$ cat src/hdl/alu_pipe_settings.svh
`ifndef ALU_PIPE_SETTINGS_SVH
`define ALU_PIPE_SETTINGS_SVH

// ------------------------------------------------------------
// physical register file geometry
// ------------------------------------------------------------

// total physical registers
`define ALU_PIPE_PR_COUNT 64

// banks, selected by the low tag bits
`define ALU_PIPE_PRF_BANKS 4

// ------------------------------------------------------------
// core sizing
// ------------------------------------------------------------

// reorder buffer depth
`define ALU_PIPE_ROB_ENTRIES 32

// integer datapath width
`define ALU_PIPE_DATA_W 32

`endif

$ cat src/hdl/alu_pipe_pkg.sv
`include "alu_pipe_settings.svh"

package alu_pipe_pkg;

    typedef logic [`ALU_PIPE_DATA_W-1:0] word_t;
    typedef logic [$clog2(`ALU_PIPE_PR_COUNT)-1:0] pr_t;
    typedef logic [$clog2(`ALU_PIPE_PRF_BANKS)-1:0] bank_t;
    typedef logic [$clog2(`ALU_PIPE_ROB_ENTRIES)-1:0] rob_idx_t;

    // {alternate bit, funct3}
    typedef enum logic [3:0] {
        ALU_ADD  = 4'b0000,
        ALU_SLL  = 4'b0001,
        ALU_SLT  = 4'b0010,
        ALU_SLTU = 4'b0011,
        ALU_XOR  = 4'b0100,
        ALU_SRL  = 4'b0101,
        ALU_OR   = 4'b0110,
        ALU_AND  = 4'b0111,
        ALU_SUB  = 4'b1000,
        ALU_SRA  = 4'b1101
    } alu_op_t;

    typedef struct packed {
        alu_op_t  op;
        logic     A_forward;
        pr_t      A_PR;
        logic     B_forward;
        pr_t      B_PR;
        pr_t      dest_PR;
        rob_idx_t ROB_index;
    } issue_pkt_t;

    typedef struct packed {
        logic A_valid;
        pr_t  A_PR;
        logic B_valid;
        pr_t  B_PR;
    } read_req_t;

    // port is the bank read port that carries the data
    typedef struct packed {
        logic A_ack;
        logic A_port;
        logic B_ack;
        logic B_port;
    } read_ack_t;

    typedef struct packed {
        word_t    data;
        pr_t      PR;
        rob_idx_t ROB_index;
    } wb_pkt_t;

    typedef struct packed {
        logic  valid;
        pr_t   PR;
        word_t data;
    } ext_write_t;

endpackage

$ cat src/hdl/alu.sv
`timescale 1ns/10ps
`include "alu_pipe_settings.svh"

module alu (
    input  alu_pipe_pkg::alu_op_t op,
    input  alu_pipe_pkg::word_t   A,
    input  alu_pipe_pkg::word_t   B,
    output alu_pipe_pkg::word_t   out
);

    localparam int SHAMT_W = $clog2(`ALU_PIPE_DATA_W);

    // shifts only look at the low bits of B
    logic [SHAMT_W-1:0] shamt;

    assign shamt = B[SHAMT_W-1:0];

    always_comb begin
        case (op)
            alu_pipe_pkg::ALU_ADD: begin
                out = A + B;
            end
            alu_pipe_pkg::ALU_SUB: begin
                out = A - B;
            end
            alu_pipe_pkg::ALU_SLL: begin
                out = A << shamt;
            end
            // signed compare
            alu_pipe_pkg::ALU_SLT: begin
                out = alu_pipe_pkg::word_t'($signed(A) < $signed(B));
            end
            // unsigned compare
            alu_pipe_pkg::ALU_SLTU: begin
                out = alu_pipe_pkg::word_t'(A < B);
            end
            alu_pipe_pkg::ALU_XOR: begin
                out = A ^ B;
            end
            alu_pipe_pkg::ALU_SRL: begin
                out = A >> shamt;
            end
            // arithmetic shift keeps the sign bit
            alu_pipe_pkg::ALU_SRA: begin
                out = alu_pipe_pkg::word_t'($signed(A) >>> shamt);
            end
            alu_pipe_pkg::ALU_OR: begin
                out = A | B;
            end
            alu_pipe_pkg::ALU_AND: begin
                out = A & B;
            end
            default: begin
                out = '0;
            end
        endcase
    end

endmodule

$ cat src/hdl/alu_reg_pipeline.sv
`timescale 1ns/10ps
`include "alu_pipe_settings.svh"

module alu_reg_pipeline (
    input  logic CLK,
    input  logic nRST,

    // issue from the issue queue
    input  logic                      issue_valid,
    input  alu_pipe_pkg::issue_pkt_t  issue_pkt,
    output logic                      issue_ready,

    // operand reads from the register file
    output logic                      read_req_valid,
    output alu_pipe_pkg::read_req_t   read_req,
    input  alu_pipe_pkg::read_ack_t   read_ack,
    input  alu_pipe_pkg::word_t [`ALU_PIPE_PRF_BANKS-1:0][1:0] reg_read_data_by_bank_by_port,

    // word being written into each bank this cycle
    input  alu_pipe_pkg::word_t [`ALU_PIPE_PRF_BANKS-1:0]      forward_data_by_bank,

    // writeback to the register file
    output logic                      wb_valid,
    output alu_pipe_pkg::wb_pkt_t     wb_pkt,
    input  logic                      wb_ready
);

    // ------------------------------------------------------------
    // stall control
    // ------------------------------------------------------------

    logic stall_wb;
    logic stall_ex;
    logic stall_oc;

    // OC stage
    logic                     oc_valid;
    alu_pipe_pkg::issue_pkt_t oc_pkt;
    logic                     oc_a_saved;
    logic                     oc_a_fwd;
    logic                     oc_b_saved;
    logic                     oc_b_fwd;
    alu_pipe_pkg::word_t      oc_a_data;
    alu_pipe_pkg::word_t      oc_b_data;
    alu_pipe_pkg::bank_t      oc_a_bank;
    alu_pipe_pkg::bank_t      oc_b_bank;
    logic                     a_present;
    logic                     b_present;
    logic                     launch_oc;
    alu_pipe_pkg::word_t      next_a;
    alu_pipe_pkg::word_t      next_b;

    // EX stage
    logic                     ex_valid;
    alu_pipe_pkg::alu_op_t    ex_op;
    alu_pipe_pkg::word_t      ex_a;
    alu_pipe_pkg::word_t      ex_b;
    alu_pipe_pkg::pr_t        ex_dest_pr;
    alu_pipe_pkg::rob_idx_t   ex_rob;
    alu_pipe_pkg::word_t      alu_out;

    assign stall_wb = wb_valid & ~wb_ready;
    assign stall_ex = ex_valid & stall_wb;
    // OC only has to hold when it has something in it
    assign stall_oc = stall_ex & oc_valid;

    // ------------------------------------------------------------
    // issue and read request
    // ------------------------------------------------------------

    assign read_req_valid   = issue_valid & issue_ready;
    assign read_req.A_valid = ~issue_pkt.A_forward;
    assign read_req.A_PR    = issue_pkt.A_PR;
    assign read_req.B_valid = ~issue_pkt.B_forward;
    assign read_req.B_PR    = issue_pkt.B_PR;

    // ------------------------------------------------------------
    // OC stage
    // ------------------------------------------------------------

    assign oc_a_bank = alu_pipe_pkg::bank_t'(oc_pkt.A_PR);
    assign oc_b_bank = alu_pipe_pkg::bank_t'(oc_pkt.B_PR);

    assign a_present = oc_a_saved | oc_a_fwd | read_ack.A_ack;
    assign b_present = oc_b_saved | oc_b_fwd | read_ack.B_ack;

    assign launch_oc   = ~stall_oc & a_present & b_present;
    assign issue_ready = ~oc_valid | launch_oc;

    // operand select: saved copy, then forward, then read port
    always_comb begin
        if (oc_a_saved) begin
            next_a = oc_a_data;
        end else if (oc_a_fwd) begin
            next_a = forward_data_by_bank[oc_a_bank];
        end else begin
            next_a = reg_read_data_by_bank_by_port[oc_a_bank][read_ack.A_port];
        end

        if (oc_b_saved) begin
            next_b = oc_b_data;
        end else if (oc_b_fwd) begin
            next_b = forward_data_by_bank[oc_b_bank];
        end else begin
            next_b = reg_read_data_by_bank_by_port[oc_b_bank][read_ack.B_port];
        end
    end

    always_ff @(posedge CLK, negedge nRST) begin
        if (~nRST) begin
            oc_valid   <= 1'b0;
            oc_a_saved <= 1'b0;
            oc_a_fwd   <= 1'b0;
            oc_b_saved <= 1'b0;
            oc_b_fwd   <= 1'b0;
        end else if (issue_ready) begin
            oc_valid   <= issue_valid;
            oc_a_saved <= 1'b0;
            oc_a_fwd   <= issue_pkt.A_forward;
            oc_b_saved <= 1'b0;
            oc_b_fwd   <= issue_pkt.B_forward;
        end else begin
            // forward is only valid for one cycle, keep what arrived
            oc_a_saved <= a_present;
            oc_a_fwd   <= 1'b0;
            oc_b_saved <= b_present;
            oc_b_fwd   <= 1'b0;
        end
    end

    always_ff @(posedge CLK) begin
        if (issue_ready) begin
            oc_pkt <= issue_pkt;
        end
        oc_a_data <= next_a;
        oc_b_data <= next_b;
    end

    // ------------------------------------------------------------
    // EX stage
    // ------------------------------------------------------------

    always_ff @(posedge CLK, negedge nRST) begin
        if (~nRST) begin
            ex_valid <= 1'b0;
        end else if (~stall_ex) begin
            ex_valid <= oc_valid & launch_oc;
        end
    end

    always_ff @(posedge CLK) begin
        if (~stall_ex) begin
            ex_op      <= oc_pkt.op;
            ex_a       <= next_a;
            ex_b       <= next_b;
            ex_dest_pr <= oc_pkt.dest_PR;
            ex_rob     <= oc_pkt.ROB_index;
        end
    end

    alu alu0 (
        .op  (ex_op),
        .A   (ex_a),
        .B   (ex_b),
        .out (alu_out)
    );

    // ------------------------------------------------------------
    // WB stage
    // ------------------------------------------------------------

    always_ff @(posedge CLK, negedge nRST) begin
        if (~nRST) begin
            wb_valid <= 1'b0;
        end else if (~stall_wb) begin
            wb_valid <= ex_valid;
        end
    end

    // held steady while the register file refuses the write
    always_ff @(posedge CLK) begin
        if (~stall_wb) begin
            wb_pkt.data      <= alu_out;
            wb_pkt.PR        <= ex_dest_pr;
            wb_pkt.ROB_index <= ex_rob;
        end
    end

endmodule

$ cat config.mk
export PLATFORM = sky130hd
export DESIGN_NAME = alu_reg_pipeline
export DESIGN_NICKNAME = d
export VERILOG_FILES = /design/src/hdl/alu_pipe_pkg.sv /design/src/hdl/alu.sv /design/src/hdl/alu_reg_pipeline.sv
export VERILOG_INCLUDE_DIRS = /design/src /design/src/hdl
export SDC_FILE = /design/constraint.sdc
export NUM_CORES = 1
export LEC_CHECK = 0
export BUFFER_PORTS_ARGS = -buffer_cell sky130_fd_sc_hd__buf_2
export CAP_MARGIN = 20
export CORE_MARGIN = 2
export CORE_UTILIZATION = 30
export DETAILED_ROUTE_END_ITERATION = 7
export HOLD_SLACK_MARGIN = 0.08
export PLACE_DENSITY = 0.61
export SLEW_MARGIN = 25
export SYNTH_ARGS = -nofsm -noshare
export SYNTH_HDL_FRONTEND = slang
export SYNTH_SLANG_ARGS = --single-unit
export TNS_END_PERCENT = 100
$ cat constraint.sdc
create_clock -name CLK -period 10.8 [get_ports CLK]
set_input_delay 2.16 -clock CLK [delete_from_list [all_inputs] [get_ports CLK]]
set_output_delay 2.16 -clock CLK [all_outputs]
set_load 0.02 [all_outputs]
==> run summary <==
Outcome: complete, no violations
EDFF count, synth: 141
Seq pwr share: 0.220
Layout fillers: 7098
RePlAce Congestion: 0.954
Sequential area share after synthesis: 0.273
Area delta synth->final: 17.6%
Cell taking the most area after synthesis: mux4_2
CTS max path bufs: 3
Setup Viol. Count Final: 0
R2R Setup Slk: 5980 ps
Final net count: 3000
Startpoint types: primary input
Combinational Power Share: 0.689
Int Pwr: 0.00398 W
Clk_skew: 19.2 ps
Maximum fanout along the worst path: 24
Post-cts hold buffer count: 0
Peak Freq: 0.163 GHz
Worst-Margin Slew: 1050 ps
Synth unique cells: 82
Largest net degree at the start of global routing: 83
Yosys reg bits: 212
Final Hold Vio Count: 0
Finished layout cell area: 24500 um^2
Crit path time final: 6120 ps
Clk pwr share: 0.091
R2R Path End: wb_pkt[40]$_DFFE_PN_
Vias: 19400
Initial antenna violation count: 23
Htree depth: 1
CP endpoint kind: primary output
Gr usage total: 0.221
MaxCap Viol Count: 0
P per Cell Area: 335 nW/um^2
Initial Util: 0.303
Skew-Pair Late Insertion Delay: 540 ps
Worst EP arrival: 3960 ps
Core ar.: 68700 um^2
P_leak: 9.87 nW
1st-iter DRT viols: 1725
# IOs: 481
First drt pass iteration count: 5
Share of the synthesized area in the top cell type: 0.234
FF+latch area: 5700 um^2
Die area: 71500 um^2
Final wirelength: 81500 um
NetSw: 0.00423 W
Asr flop ratio synth: 0.0330
Die W: 267 um
CTS tree: done
Slew HR: 0.281
Capture point of the worst path: read_req_valid
# resized after CTS: 0
Clk root buf: clkbuf_16
Vias per cell: 5.63
Worst-path clk slew: 70 ps
PortBufs: 464
Sw Ratio: 0.516
Dpl hpwl: 65000 um
Rows: 96
CTS Sinks: 212
Most common cell in the synthesized netlist: nor2_1
Final ANT Viol Nets: 0
Total grt overflow: 0
Drt wl/cell: 23.7 um
Area post-placement: 23700 um^2
Chip height: 267 um
Worst slack, placed: 3920 ps
Critical Path RT: 8640 ps
CTS Buf Count: 22
Area contributors post-synth: mux4_2, edfxtp_1, dfxtp_1, ha_1, mux2i_1
Residual DRC: 0
Share of layout cells above drive strength 1: 0.318
FF-to-FF path depth: 13
Syn Nets: 2677
Final Cycle Share: 0.567
Mean Syn Cell Area: 9.65 um^2
Crit. Startpoint: wb_ready
First-pass GRT wire length: 120000 um
Vias in the first global route: 18900
Critical path class: primary input to primary output
Synth Instances: 2157
Type of the worst min-delay path: register to register
Setup TNS: 0 ps
Most frequent cells after synthesis: nor2_1, mux4_2, a21oi_1
RSZ-0062 raised after global routing: no
Final Max Tran Viols: 0
Mapped cell area: 20800 um^2
# Post-CTS Setup Buffers: 0
Setup WS post-layout: 4680 ps
Hold WS: 413 ps
Worst ir drop on vdd: 0.146 mV
Primary FF master, synth: edfxtp_1
Multi-input logic area: 13900 um^2
Yosys warns: 0
FF-to-FF Start: ex_b[1]$_DFFE_PN_
worst max-delay path, stage by stage:
cell	delay [ps]
buf_2	100
nand3b_1	420
buf_6	310
nand2_1	120
nand2_2	370
and2_1	330
buf_2	160
power groups by stage:
stage	logic [W]	registers [W]	clock network (W)
floorplan	0.00400	0.00171	0
global placement	0.00554	0.00182	0
detailed placement	0.00554	0.00182	0
CTS	0.00556	0.00181	0.000772
global route	0.00614	0.00185	0.000800
finish	0.00566	0.00180	0.000749
worst min-delay path by stage:
stage	start	endpoint	slack, ps	cells past startpoint
6_report	oc_pkt[5]$_DFFE_PN_	ex_dest_pr[0]$_DFFE_PN_	410	0
3_3_place_gp	ex_dest_pr[4]$_DFFE_PN_	wb_pkt[9]$_DFFE_PN_	400	0
4_1_cts	oc_pkt[9]$_DFFE_PN_	ex_dest_pr[4]$_DFFE_PN_	410	0
2_1_floorplan	oc_pkt[5]$_DFFE_PN_	ex_dest_pr[0]$_DFFE_PN_	400	0
3_5_place_dp	oc_pkt[10]$_DFFE_PN_	ex_dest_pr[5]$_DFFE_PN_	400	0
5_1_grt	ex_dest_pr[5]$_DFFE_PN_	wb_pkt[10]$_DFFE_PN_	420	0
metal layers:
metal	share of wire	global-route usage
met1	0.42	0.299
met2	0.47	0.359
met3	0.080	0.0329
met4	0.034	0.0800
met5	0.00031	0
sequential cells by signal (all words and copies together), names as in the netlist:
signal      flops
ex_a           32
ex_b           32
ex_dest_pr      6
ex_op           4
ex_rob          5
ex_valid        1
oc_a_bank       2
oc_a_data      32
oc_a_fwd        1
oc_a_saved      1
oc_b_bank       2
oc_b_data      32
oc_b_fwd        1
oc_b_saved      1
oc_pkt         15
oc_valid        1
wb_pkt         43
wb_valid        1
placed cells by master, fill, tap and decap left out, drive strengths merged, types with 8 or more instances in the layout:
cell type and n:
buf 496, nor2 259, mux4 216, a21oi 205, o21ai 171, nand2 167, edfxtp 141, mux2i 103
ha 97, inv 96, dfxtp 64, a211oi 35, nor3 34, clkbuf 34, o211ai 27, mux2 23
a221oi 22, nand3 20, a21o 19, o22ai 15, nand2b 15, xnor2 14, o21bai 13, nand4 13
diode 12, o31ai 12, o2111ai 12, a31oi 12, nor2b 11, a22oi 10, and2 9, a211o 9
or3 8, o221ai 8
kinds of logic (layout without fill, tap and decap cells):
logic type | count (synthesis) | count (layout) | share of synthesized area
compound gates | 620 | 620 | 0.187
xor+xnor | 15 | 15 | 0.00631
fa+ha+maj | 99 | 99 | 0.0602
buf+inv | 296 | 635 | 0.0585
flops | 212 | 212 | 0.273
mux | 342 | 342 | 0.296
other cells | 0 | 12 | 0
simple gates | 573 | 573 | 0.120
metrics by stage:
stage,total power [W],instances,utilization
6_report,0.00821,3439,0.356
5_1_grt,0.00880,3439,0.356
4_1_cts,0.00814,3425,0.355
3_5_place_dp,0.00736,3385,0.345
3_3_place_gp,0.00736,3385,0.345
2_1_floorplan,0.00571,2157,-
cell type report:
| class | instances | area share |
|---|---|---|
| Clock buffer | 34 | 0.0269 |
| Antenna cell | 12 | 0.00123 |
| Sequential cell | 212 | 0.233 |
| Multi-Input combinational cell | 1649 | 0.569 |
| Inverter | 99 | 0.0152 |
| Timing Repair Buffer | 496 | 0.105 |
| Tap cell | 931 | 0.0476 |
| Clock inverter | 6 | 0.00220 |
Note: power is estimated with default switching activity, not from simulation.
